File: config.mk
export PLATFORM = sky130hd
export DESIGN_NAME = pe_top
export DESIGN_NICKNAME = d
export VERILOG_FILES = /design/src/pe_pkg.sv /design/src/pe_top.sv /design/src/psum_drain.sv /design/src/mac_sequencer.sv /design/src/psum_spad.sv /design/src/col_ptr_spad.sv /design/src/compressed_spad.sv
export VERILOG_INCLUDE_DIRS = /design/src /design/src/src
export SDC_FILE = /design/constraint.sdc
export NUM_CORES = 2
export LEC_CHECK = 0
export ABC_AREA = 1
export BUFFER_PORTS_ARGS = -buffer_cell sky130_fd_sc_hd__clkbuf_2
export CORE_MARGIN = 2
export CORE_UTILIZATION = 60
export CTS_CLUSTER_SIZE = 12
export DETAILED_ROUTE_END_ITERATION = 8
export PLACE_DENSITY = 0.76
export SYNTH_ARGS = -nofsm -noshare
export SYNTH_HDL_FRONTEND = slang
export SYNTH_SLANG_ARGS = --single-unit
File: constraint.sdc
create_clock -name clock -period 5.6 [get_ports clock]
set_input_delay 0.28 -clock clock [delete_from_list [all_inputs] [get_ports clock]]
set_output_delay 0.28 -clock clock [all_outputs]
set_load 0.03 [all_outputs]
File: src/pe_defs.svh
// processing element widths and depths
// shared by the scratchpads, the sequencer and the drain path
`ifndef PE_DEFS_SVH
`define PE_DEFS_SVH

`define VALUE_W         8     // signed activation or weight value
`define PSUM_W          21    // signed partial sum

// activation entry is {value, weight column}
`define IACT_ENTRY_W    13
`define IACT_COL_W      5

// weight entry is {value, output row}
`define WEIGHT_ENTRY_W  12
`define WEIGHT_ROW_W    4

`define IACT_DEPTH      32
`define WEIGHT_DEPTH    128
`define COL_COUNT       32
`define PTR_W           7     // column pointer, also the scratchpad read index
`define PSUM_DEPTH      16
`define PAD_ROW         15    // padding row, product forced to zero

`endif
File: src/pe_pkg.sv
// processing element types
// sequencer states and the partial-sum types used across the core
`default_nettype none

`include "pe_defs.svh"

package pe_pkg;

	// mac sequencer states, one weight entry takes READ_WEIGHT..WRITE_BACK
	typedef enum logic [2:0] {
		IDLE,
		READ_IACT,     // activation entry valid, check for terminator
		READ_PTR,      // column start and end looked up
		READ_WEIGHT,   // registered weight read issued
		DO_MAC,        // product registered
		WRITE_BACK     // psum + product written
	} seq_state_e;

	// signed partial sum
	typedef logic signed [`PSUM_W-1:0] psum_t;

	// index into the partial-sum scratchpad
	typedef logic [$clog2(`PSUM_DEPTH)-1:0] psum_idx_t;

endpackage

`default_nettype wire

File: src/pe_top.sv
// processing element core
// activation, pointer and weight scratchpads feeding the sparse mac
// sequencer, a partial-sum register file and the drain path
`timescale 1ns/1ns
`default_nettype none

`include "pe_defs.svh"

module pe_top (
	input  wire                          clock,
	input  wire                          reset,
	input  wire                          load_en,
	input  wire                          mac_en,
	output logic                         cal_fin,
	input  wire                          psum_clear,
	input  wire                          psum_enq_en,
	input  wire                          psum_in_valid,
	input  wire pe_pkg::psum_t           psum_in,
	output logic                         psum_in_ready,
	input  wire                          psum_out_ready,
	output logic                         psum_out_valid,
	output pe_pkg::psum_t                psum_out,
	output logic                         psum_acc_fin,
	input  wire                          iact_data_in_valid,
	input  wire  [`IACT_ENTRY_W-1:0]     iact_data_in,
	output logic                         iact_data_write_fin,
	input  wire                          weight_ptr_in_valid,
	input  wire  [`PTR_W-1:0]            weight_ptr_in,
	output logic                         weight_ptr_write_fin,
	input  wire                          weight_data_in_valid,
	input  wire  [`WEIGHT_ENTRY_W-1:0]   weight_data_in,
	output logic                         weight_data_write_fin
);

	logic [`PTR_W-1:0]           iact_read_idx;
	logic [`IACT_ENTRY_W-1:0]    iact_entry;
	logic [`IACT_COL_W-1:0]      ptr_col;
	logic [`PTR_W-1:0]           col_start;
	logic [`PTR_W-1:0]           col_end;
	logic [`PTR_W-1:0]           weight_read_idx;
	logic [`WEIGHT_ENTRY_W-1:0]  weight_entry;
	pe_pkg::psum_idx_t           psum_acc_idx;
	pe_pkg::psum_t               psum_acc_data;
	logic                        psum_write_en;
	pe_pkg::psum_t               psum_write_data;
	pe_pkg::psum_idx_t           drain_idx;
	pe_pkg::psum_t               drain_data;

	compressed_spad #(
		.ENTRY_W (`IACT_ENTRY_W),
		.DEPTH   (`IACT_DEPTH)
	) i_iact_spad (
		.clock, .reset, .load_en,
		.data_in_valid (iact_data_in_valid),
		.data_in       (iact_data_in),
		.write_fin     (iact_data_write_fin),
		.read_idx      (iact_read_idx),
		.data_out      (iact_entry)
	);

	col_ptr_spad i_col_ptr_spad (
		.clock, .reset, .load_en,
		.data_in_valid (weight_ptr_in_valid),
		.data_in       (weight_ptr_in),
		.write_fin     (weight_ptr_write_fin),
		.col           (ptr_col),
		.col_start, .col_end
	);

	compressed_spad #(
		.ENTRY_W (`WEIGHT_ENTRY_W),
		.DEPTH   (`WEIGHT_DEPTH)
	) i_weight_spad (
		.clock, .reset, .load_en,
		.data_in_valid (weight_data_in_valid),
		.data_in       (weight_data_in),
		.write_fin     (weight_data_write_fin),
		.read_idx      (weight_read_idx),
		.data_out      (weight_entry)
	);

	psum_spad i_psum_spad (
		.clock, .reset,
		.clear      (psum_clear),
		.write_en   (psum_write_en),
		.write_idx  (psum_acc_idx),   // sequencer writes where it read
		.write_data (psum_write_data),
		.acc_idx    (psum_acc_idx),
		.acc_data   (psum_acc_data),
		.drain_idx, .drain_data
	);

	mac_sequencer i_mac_sequencer (
		.clock, .reset, .mac_en, .cal_fin,
		.iact_read_idx, .iact_entry,
		.ptr_col, .col_start, .col_end,
		.weight_read_idx, .weight_entry,
		.psum_acc_idx, .psum_acc_data,
		.psum_write_en, .psum_write_data
	);

	psum_drain i_psum_drain (
		.clock, .reset, .psum_enq_en,
		.psum_in_valid, .psum_in, .psum_in_ready,
		.psum_out_ready, .psum_out_valid, .psum_out,
		.psum_acc_fin, .drain_idx, .drain_data
	);

endmodule

`default_nettype wire

File: src/psum_drain.sv
// partial-sum drain
// streams the 16 partial sums out in index order, each one added to
// the psum_in beat from the neighbor, with zero latency
`timescale 1ns/1ns
`default_nettype none

`include "pe_defs.svh"

module psum_drain (
	input  wire                      clock,
	input  wire                      reset,
	input  wire                      psum_enq_en,
	input  wire                      psum_in_valid,
	input  wire pe_pkg::psum_t       psum_in,
	output logic                     psum_in_ready,
	input  wire                      psum_out_ready,
	output logic                     psum_out_valid,
	output pe_pkg::psum_t            psum_out,
	output logic                     psum_acc_fin,
	output pe_pkg::psum_idx_t        drain_idx,
	input  wire pe_pkg::psum_t       drain_data
);

	logic draining;
	logic xfer;

	assign psum_out_valid = draining && psum_in_valid;
	assign psum_in_ready  = draining && psum_out_ready;
	assign psum_out       = drain_data + psum_in;
	assign xfer           = draining && psum_in_valid && psum_out_ready;
	assign psum_acc_fin   = xfer && (drain_idx == pe_pkg::psum_idx_t'(`PSUM_DEPTH - 1));

	always_ff @(posedge clock) begin
		if (reset) begin
			draining  <= 1'b0;
			drain_idx <= '0;
		end else if (psum_enq_en) begin
			draining  <= 1'b1;
			drain_idx <= '0;
		end else if (xfer) begin
			drain_idx <= drain_idx + 1'b1;   // wraps to 0 after the last entry
			if (psum_acc_fin)
				draining <= 1'b0;
		end
	end

endmodule

`default_nettype wire

File: src/mac_sequencer.sv
// sparse mac sequencer
// walks the activation list, looks up the weight column of each
// nonzero activation and accumulates a*w into psum[row],
// one weight entry at a time, three cycles per entry
`timescale 1ns/1ns
`default_nettype none

`include "pe_defs.svh"

module mac_sequencer (
	input  wire                          clock,
	input  wire                          reset,
	input  wire                          mac_en,
	output logic                         cal_fin,
	output logic [`PTR_W-1:0]            iact_read_idx,
	input  wire  [`IACT_ENTRY_W-1:0]     iact_entry,
	output logic [`IACT_COL_W-1:0]       ptr_col,
	input  wire  [`PTR_W-1:0]            col_start,
	input  wire  [`PTR_W-1:0]            col_end,
	output logic [`PTR_W-1:0]            weight_read_idx,
	input  wire  [`WEIGHT_ENTRY_W-1:0]   weight_entry,
	output pe_pkg::psum_idx_t            psum_acc_idx,
	input  wire pe_pkg::psum_t           psum_acc_data,
	output logic                         psum_write_en,
	output pe_pkg::psum_t                psum_write_data
);

	localparam int IACT_AW = $clog2(`IACT_DEPTH);

	pe_pkg::seq_state_e          state;
	logic [IACT_AW-1:0]          iact_idx;
	logic [`IACT_COL_W-1:0]      col_reg;       // column of the held activation
	logic [`PTR_W-1:0]           weight_idx;
	logic signed [`VALUE_W-1:0]  iact_val;
	pe_pkg::psum_t               product_reg;
	pe_pkg::psum_idx_t           row_reg;

	logic signed [`VALUE_W-1:0]  iact_value;
	logic [`IACT_COL_W-1:0]      iact_col;
	logic signed [`VALUE_W-1:0]  weight_value;
	pe_pkg::psum_idx_t           weight_row;

	// entry fields
	assign iact_value   = iact_entry[`IACT_ENTRY_W-1 -: `VALUE_W];
	assign iact_col     = iact_entry[`IACT_COL_W-1:0];
	assign weight_value = weight_entry[`WEIGHT_ENTRY_W-1 -: `VALUE_W];
	assign weight_row   = weight_entry[`WEIGHT_ROW_W-1:0];

	assign iact_read_idx   = {{(`PTR_W - IACT_AW){1'b0}}, iact_idx};
	assign ptr_col         = col_reg;
	assign weight_read_idx = weight_idx;

	// psum is read and written at the same row during WRITE_BACK
	assign psum_acc_idx    = row_reg;
	assign psum_write_en   = (state == pe_pkg::WRITE_BACK);
	assign psum_write_data = psum_acc_data + product_reg;

	always_ff @(posedge clock) begin
		if (reset) begin
			state      <= pe_pkg::IDLE;
			iact_idx   <= '0;
			col_reg    <= '0;
			weight_idx <= '0;
			cal_fin    <= 1'b0;
		end else begin
			cal_fin <= 1'b0;
			case (state)
				pe_pkg::IDLE: begin
					if (mac_en)
						state <= pe_pkg::READ_IACT;
				end
				pe_pkg::READ_IACT: begin
					if (iact_value == '0) begin   // terminator, all activations done
						state    <= pe_pkg::IDLE;
						iact_idx <= '0;
						cal_fin  <= 1'b1;
					end else begin
						state    <= pe_pkg::READ_PTR;
						col_reg  <= iact_col;
						iact_idx <= iact_idx + 1'b1;   // prefetch next activation
					end
				end
				pe_pkg::READ_PTR: begin
					weight_idx <= col_start;
					if (col_start == col_end)
						state <= pe_pkg::READ_IACT;   // empty column
					else
						state <= pe_pkg::READ_WEIGHT;
				end
				pe_pkg::READ_WEIGHT: begin
					state <= pe_pkg::DO_MAC;
				end
				pe_pkg::DO_MAC: begin
					state      <= pe_pkg::WRITE_BACK;
					weight_idx <= weight_idx + 1'b1;
				end
				pe_pkg::WRITE_BACK: begin
					if (weight_idx == col_end)
						state <= pe_pkg::READ_IACT;
					else
						state <= pe_pkg::READ_WEIGHT;
				end
				default: state <= pe_pkg::IDLE;
			endcase
		end
	end

	// datapath registers
	always_ff @(posedge clock) begin
		if (state == pe_pkg::READ_IACT)
			iact_val <= iact_value;
		if (state == pe_pkg::DO_MAC) begin
			row_reg <= weight_row;
			if (weight_row == pe_pkg::psum_idx_t'(`PAD_ROW))
				product_reg <= '0;   // padding row
			else
				product_reg <= iact_val * weight_value;
		end
	end

endmodule

`default_nettype wire

File: src/psum_spad.sv
// partial-sum register file
// single-cycle clear, one write port, separate combinational
// read ports for accumulation and for the drain
`timescale 1ns/1ns
`default_nettype none

`include "pe_defs.svh"

module psum_spad (
	input  wire                      clock,
	input  wire                      reset,
	input  wire                      clear,
	input  wire                      write_en,
	input  wire pe_pkg::psum_idx_t   write_idx,
	input  wire pe_pkg::psum_t       write_data,
	input  wire pe_pkg::psum_idx_t   acc_idx,
	output pe_pkg::psum_t            acc_data,
	input  wire pe_pkg::psum_idx_t   drain_idx,
	output pe_pkg::psum_t            drain_data
);

	pe_pkg::psum_t regs [`PSUM_DEPTH];

	// clear wins over a write in the same cycle
	always_ff @(posedge clock) begin
		if (reset || clear) begin
			for (int i = 0; i < `PSUM_DEPTH; i++)
				regs[i] <= '0;
		end else if (write_en) begin
			regs[write_idx] <= write_data;
		end
	end

	assign acc_data   = regs[acc_idx];     // read-modify-write in WRITE_BACK
	assign drain_data = regs[drain_idx];

endmodule

`default_nettype wire

File: src/col_ptr_spad.sv
// weight column pointer store
// pointer k marks the end of column k, so a column spans
// [ptr k-1, ptr k) with column 0 starting at zero
`timescale 1ns/1ns
`default_nettype none

`include "pe_defs.svh"

module col_ptr_spad (
	input  wire                      clock,
	input  wire                      reset,
	input  wire                      load_en,
	input  wire                      data_in_valid,
	input  wire  [`PTR_W-1:0]        data_in,
	output logic                     write_fin,
	input  wire  [`IACT_COL_W-1:0]   col,
	output logic [`PTR_W-1:0]        col_start,
	output logic [`PTR_W-1:0]        col_end
);

	localparam int AW = $clog2(`COL_COUNT);

	logic [`PTR_W-1:0] mem [`COL_COUNT];
	logic [AW-1:0]     wr_ptr;
	logic              loaded;
	logic              beat;
	logic              last_beat;

	assign beat      = load_en && data_in_valid && !loaded;
	assign last_beat = beat && (wr_ptr == AW'(`COL_COUNT - 1));   // 32nd pointer

	always_ff @(posedge clock) begin
		if (reset) begin
			wr_ptr    <= '0;
			loaded    <= 1'b0;
			write_fin <= 1'b0;
		end else begin
			write_fin <= last_beat;
			if (!load_en) begin
				wr_ptr <= '0;
				loaded <= 1'b0;
			end else if (beat) begin
				wr_ptr <= wr_ptr + 1'b1;
				loaded <= last_beat;
			end
		end
	end

	always_ff @(posedge clock) begin
		if (beat)
			mem[wr_ptr] <= data_in;
	end

	assign col_start = (col == '0) ? '0 : mem[col - 1'b1];
	assign col_end   = mem[col];

endmodule

`default_nettype wire

File: src/compressed_spad.sv
// compressed scratchpad for value/index entries
// loaded one beat per valid until an entry with a zero value field,
// which is stored too and ends the load; read port is registered
`timescale 1ns/1ns
`default_nettype none

`include "pe_defs.svh"

module compressed_spad #(
	parameter int ENTRY_W = 13,
	parameter int DEPTH   = 32
) (
	input  wire                clock,
	input  wire                reset,
	input  wire                load_en,
	input  wire                data_in_valid,
	input  wire  [ENTRY_W-1:0] data_in,
	output logic               write_fin,
	input  wire  [`PTR_W-1:0]  read_idx,
	output logic [ENTRY_W-1:0] data_out
);

	localparam int AW = $clog2(DEPTH);

	logic [ENTRY_W-1:0] mem [DEPTH];
	logic [AW-1:0]      wr_ptr;
	logic               loaded;     // terminator taken, ignore the rest
	logic               beat;
	logic               last_beat;

	assign beat      = load_en && data_in_valid && !loaded;
	assign last_beat = beat && (data_in[ENTRY_W-1 -: `VALUE_W] == '0);

	always_ff @(posedge clock) begin
		if (reset) begin
			wr_ptr    <= '0;
			loaded    <= 1'b0;
			write_fin <= 1'b0;
		end else begin
			write_fin <= last_beat;   // one cycle after the final beat
			if (!load_en) begin
				wr_ptr <= '0;
				loaded <= 1'b0;
			end else if (beat) begin
				wr_ptr <= wr_ptr + 1'b1;
				loaded <= last_beat;
			end
		end
	end

	always_ff @(posedge clock) begin
		if (beat)
			mem[wr_ptr] <= data_in;
		data_out <= mem[read_idx[AW-1:0]];
	end

endmodule

`default_nettype wire

==> results.md <==
- Status: complete, no violations
- Number of buffers created by CTS: 287
- Number of different library cells in the post-synthesis netlist: 54
- Final period utilization: 93.22%
- Full die area: 194,300 sq um
- Horizontal die dimension: 440.8 microns
- Post-synthesis sequential element count: 2,627
- Unrepaired setup endpoints after global routing: no
- Endpoint of the most critical setup path: psum_out[20]
- Critical Path Start Type: register
- Worst setup path category: register to output port
- Maximum operating frequency: 191.6 MHz
- Yosys warns: 0
- Area growth, synth to finish: 10.02%
- Maximum number of buffers from clock root to sink: 4
- Minimum clock period after layout: 5.221 ns
- Cell count of the worst reg-to-reg path: 19
- Die outline height: 440.8 microns
- Root Buffer Master: sky130_fd_sc_hd__clkbuf_16
- Transition at the pin with the smallest max-transition slack: 1.401 ns
- Fraction of synthesized cell area taken by the top area cell type: 66.64%
- Final routed DRC violation total: 0
- Initial antenna violation count: 8
- Number of pins exceeding their max-slew limit in the final report: 0
- Maximum level of the CTS H-tree: 5
- 1st-pass router iterations: 7
- Top reg by flops: i_weight_spad.mem
- Aggregate routed wire length: 323,100 microns
- Worst-path clk slew: 0.06 ns
- Number of antenna-violating nets in the routed design: 0
- Max-capacitance violation count: 0
- Post-Syn Instances: 10,120
- Initial DRC count: 12,750
- Global router's overall resource usage: 32.66%
- Detail-routed via count per cell: 6.509
- Proportion of synthesized chip area in sequential cells: 68.16%
- Post-synth EDFFs: 2,540
- Top-level port count: 92
- Cell area after synthesis: 114,500 sq um
- Register-to-register path setup slack: 0.88 ns
- Skew final: 0.06054 ns
- Placer Congestion: 0.9252
- Row count: 160
- Cell type contributing the most total cell area after synthesis: sky130_fd_sc_hd__edfxtp_1
- Capture point of the worst reg-to-reg path: i_mac_sequencer.product_reg[14]$_SDFFCE_PN0P_
- Max FFs per register: 1,536
- Path category of the worst min-delay check: input pin to register
- Commonest cells after routing, fill and taps aside: sky130_fd_sc_hd__edfxtp_1 (2,540), sky130_fd_sc_hd__nor2_1 (1,590), sky130_fd_sc_hd__o21ai_0 (1,333)
- Reg2reg start: i_mac_sequencer.iact_val[4]$_DFFE_PN_
- Initial Utilization: 60.31%
- Leakage Power: 43.59 nW
- Layout Cells excl Fill: 12,760
- Post-Syn Nets: 10,330
- Maximum fanout encountered on the critical timing path: 41
- Fraction of final layout cells sized beyond drive strength 1: 7.644%
- IR drop worst, VDD: 0.8180 mV
- TritonCTS clock tree: built
- Leading registers by flop count: i_weight_spad.mem: 1536 flops, i_iact_spad.mem: 416 flops, i_psum_spad.regs: 336 flops
- Final net count: 10,290
- Total overflow reported by the global router: 0
- Number of hold-slack violations in the final timing report: 0
- Fill cell count: 13,380
- Via count of the first global-routing pass: 79,400
- WL per Instance: 25.33 microns
- Clock latency at the later pin of the worst-skew pair: 0.94 ns
- CP Data Required Time: 5.32 ns
- Async set-or-reset flop fraction in the synthesized netlist: 0%
- PwrDens: 408.3 nW/um^2
- Relative slew slack: 5.900%
- Final HPWL from detailed placement: 185,000 microns
- Wire length of the first global-routing pass: 480,000 microns
- Number of cells in the design after placement: 12,290
- Total via count after detailed routing: 83,050
- Core region area: 189,800 sq um
- Post-synthesis area per instance: 11.31 sq um
- Main synth FF type: sky130_fd_sc_hd__edfxtp_1
- Maximum number of pins on one net before global-route repair: 145
- Most common cell after layout, fill and taps aside: sky130_fd_sc_hd__edfxtp_1
- Endpoint kind of the worst setup timing path: output port
- Total Neg Setup Slack: 0 ns
- Clk sinks: 2,627
- Final Setup Violations: 0
- Endpoint arrival time on the critical path: 4.94 ns
- Largest cells by area after synthesis: sky130_fd_sc_hd__edfxtp_1 (67%), sky130_fd_sc_hd__o21ai_0 (5.8%), sky130_fd_sc_hd__nor2_1 (5.2%), sky130_fd_sc_hd__nand2_1 (4.2%), sky130_fd_sc_hd__nand3_1 (3.1%)
- # port buffers: 91
[metrics by stage]
stage          setup WS, ns  hold slack (ns)  util (%)  total power [mW]  area (sq um)
2_1_floorplan         1.301           0.3789         -             31.06        114500
3_5_place_dp         0.8272           0.4431     61.92             34.53        117500
3_3_place_gp         0.8261           0.4412     61.92             34.28        117500
6_report             0.3794          0.01880     66.35             51.42        125900
4_1_cts             0.08017        0.0004738     66.33             51.28        125900
5_1_grt             0.09222          0.03216     66.35             53.61        125900
[Yosys cell counts, types with 138 or more instances]
master and n:
sky130_fd_sc_hd__edfxtp_1 2540, sky130_fd_sc_hd__nand3_1 700, sky130_fd_sc_hd__o21ai_0 1334, sky130_fd_sc_hd__nand2_1 1283, sky130_fd_sc_hd__a21oi_1 367, sky130_fd_sc_hd__inv_1 436, sky130_fd_sc_hd__buf_2 191, sky130_fd_sc_hd__nor2_1 1593
sky130_fd_sc_hd__o22ai_1 321, sky130_fd_sc_hd__clkbuf_1 446, sky130_fd_sc_hd__o211ai_1 138, sky130_fd_sc_hd__o221ai_1 213
[cells by family (layout without fill, tap and decap cells)]
group                      after synthesis  count (layout)  synth area share [%]
AOI/OAI and AO/OA                     2434            2434                 12.15
xor gates and xnor gates                51              51                0.4231
adders and majority gates              141             141                 1.915
buffers and inverters                 1170            1289                 4.185
DFF                                   2627            2627                 68.16
other                                    0               4                     0
and+or+nand+nor                       3701            3701                 13.16
[worst max-delay path: stages (launching register included)]
cell and delay, ns:
sky130_fd_sc_hd__dfxtp_4 0.73, sky130_fd_sc_hd__buf_4 0.44, sky130_fd_sc_hd__a21oi_1 0.11, sky130_fd_sc_hd__o21ai_0 0.09
sky130_fd_sc_hd__nand3_1 0.10, sky130_fd_sc_hd__nand3_1 0.20, sky130_fd_sc_hd__nand2_1 0.22, sky130_fd_sc_hd__ha_1 0.40
sky130_fd_sc_hd__a21oi_1 0.20, sky130_fd_sc_hd__o21ai_0 0.19, sky130_fd_sc_hd__a2111oi_1 0.75, sky130_fd_sc_hd__buf_4 0.23
sky130_fd_sc_hd__xor2_1 0.14, sky130_fd_sc_hd__clkbuf_2 0.22
[what timing repair did]
item                                   in CTS  in global routing
hold buffers                               20                  0
resized for setup                           1                  1
setup buffers                               0                  2
endpoints found under the hold margin     462                  0
setup endpoints to repair                   1                  4
[per-layer routing]
metal  up-vias  wire, microns  part of all wire [%]  track usage, %
met5         -             35                 0.011               0
met4         6          18180                   5.6           16.47
met3      1053          37910                    12           5.805
met2      5842         150500                    47           51.63
met1     39820         116500                    36           43.89
li1      36320              -                     -               -
[worst min path at each step]
stage	from	to	depth (start not counted)
6_report	weight_ptr_in_valid	i_col_ptr_spad.wr_ptr[3]$_SDFFE_PP0P_	5
5_1_grt	weight_ptr_in_valid	i_col_ptr_spad.wr_ptr[3]$_SDFFE_PP0P_	5
4_1_cts	weight_ptr_in_valid	i_col_ptr_spad.wr_ptr[3]$_SDFFE_PP0P_	5
3_5_place_dp	i_weight_spad.data_out[3]$_DFF_P_	i_mac_sequencer.psum_acc_idx[3]$_DFFE_PP_	0
3_3_place_gp	i_weight_spad.data_out[2]$_DFF_P_	i_mac_sequencer.psum_acc_idx[2]$_DFFE_PP_	0
2_1_floorplan	weight_ptr_in[0]	i_col_ptr_spad.mem[0][0]$_DFFE_PP_	0
[cell type report]
cell class,instances,area [sq um],share of cell area (%)
antenna,4,10.01,0.007949
clock buffer,404,7880,6.258
clock inverter,42,276.5,0.2196
inverter,453,1725,1.370
multi-input combinational,6327,31700,25.18
sequential,2627,78060,61.99
tap,2511,3142,2.495
timing repair buffer,390,3131,2.486
[report_power, final]
group          internal (mW)  switching (mW)  total (mW)
clock network           9.79            7.24        17.0
registers               22.1           0.333        22.4
logic                   3.91            8.05        12.0
No activity file was read; power rests on OpenSTA's default activity.
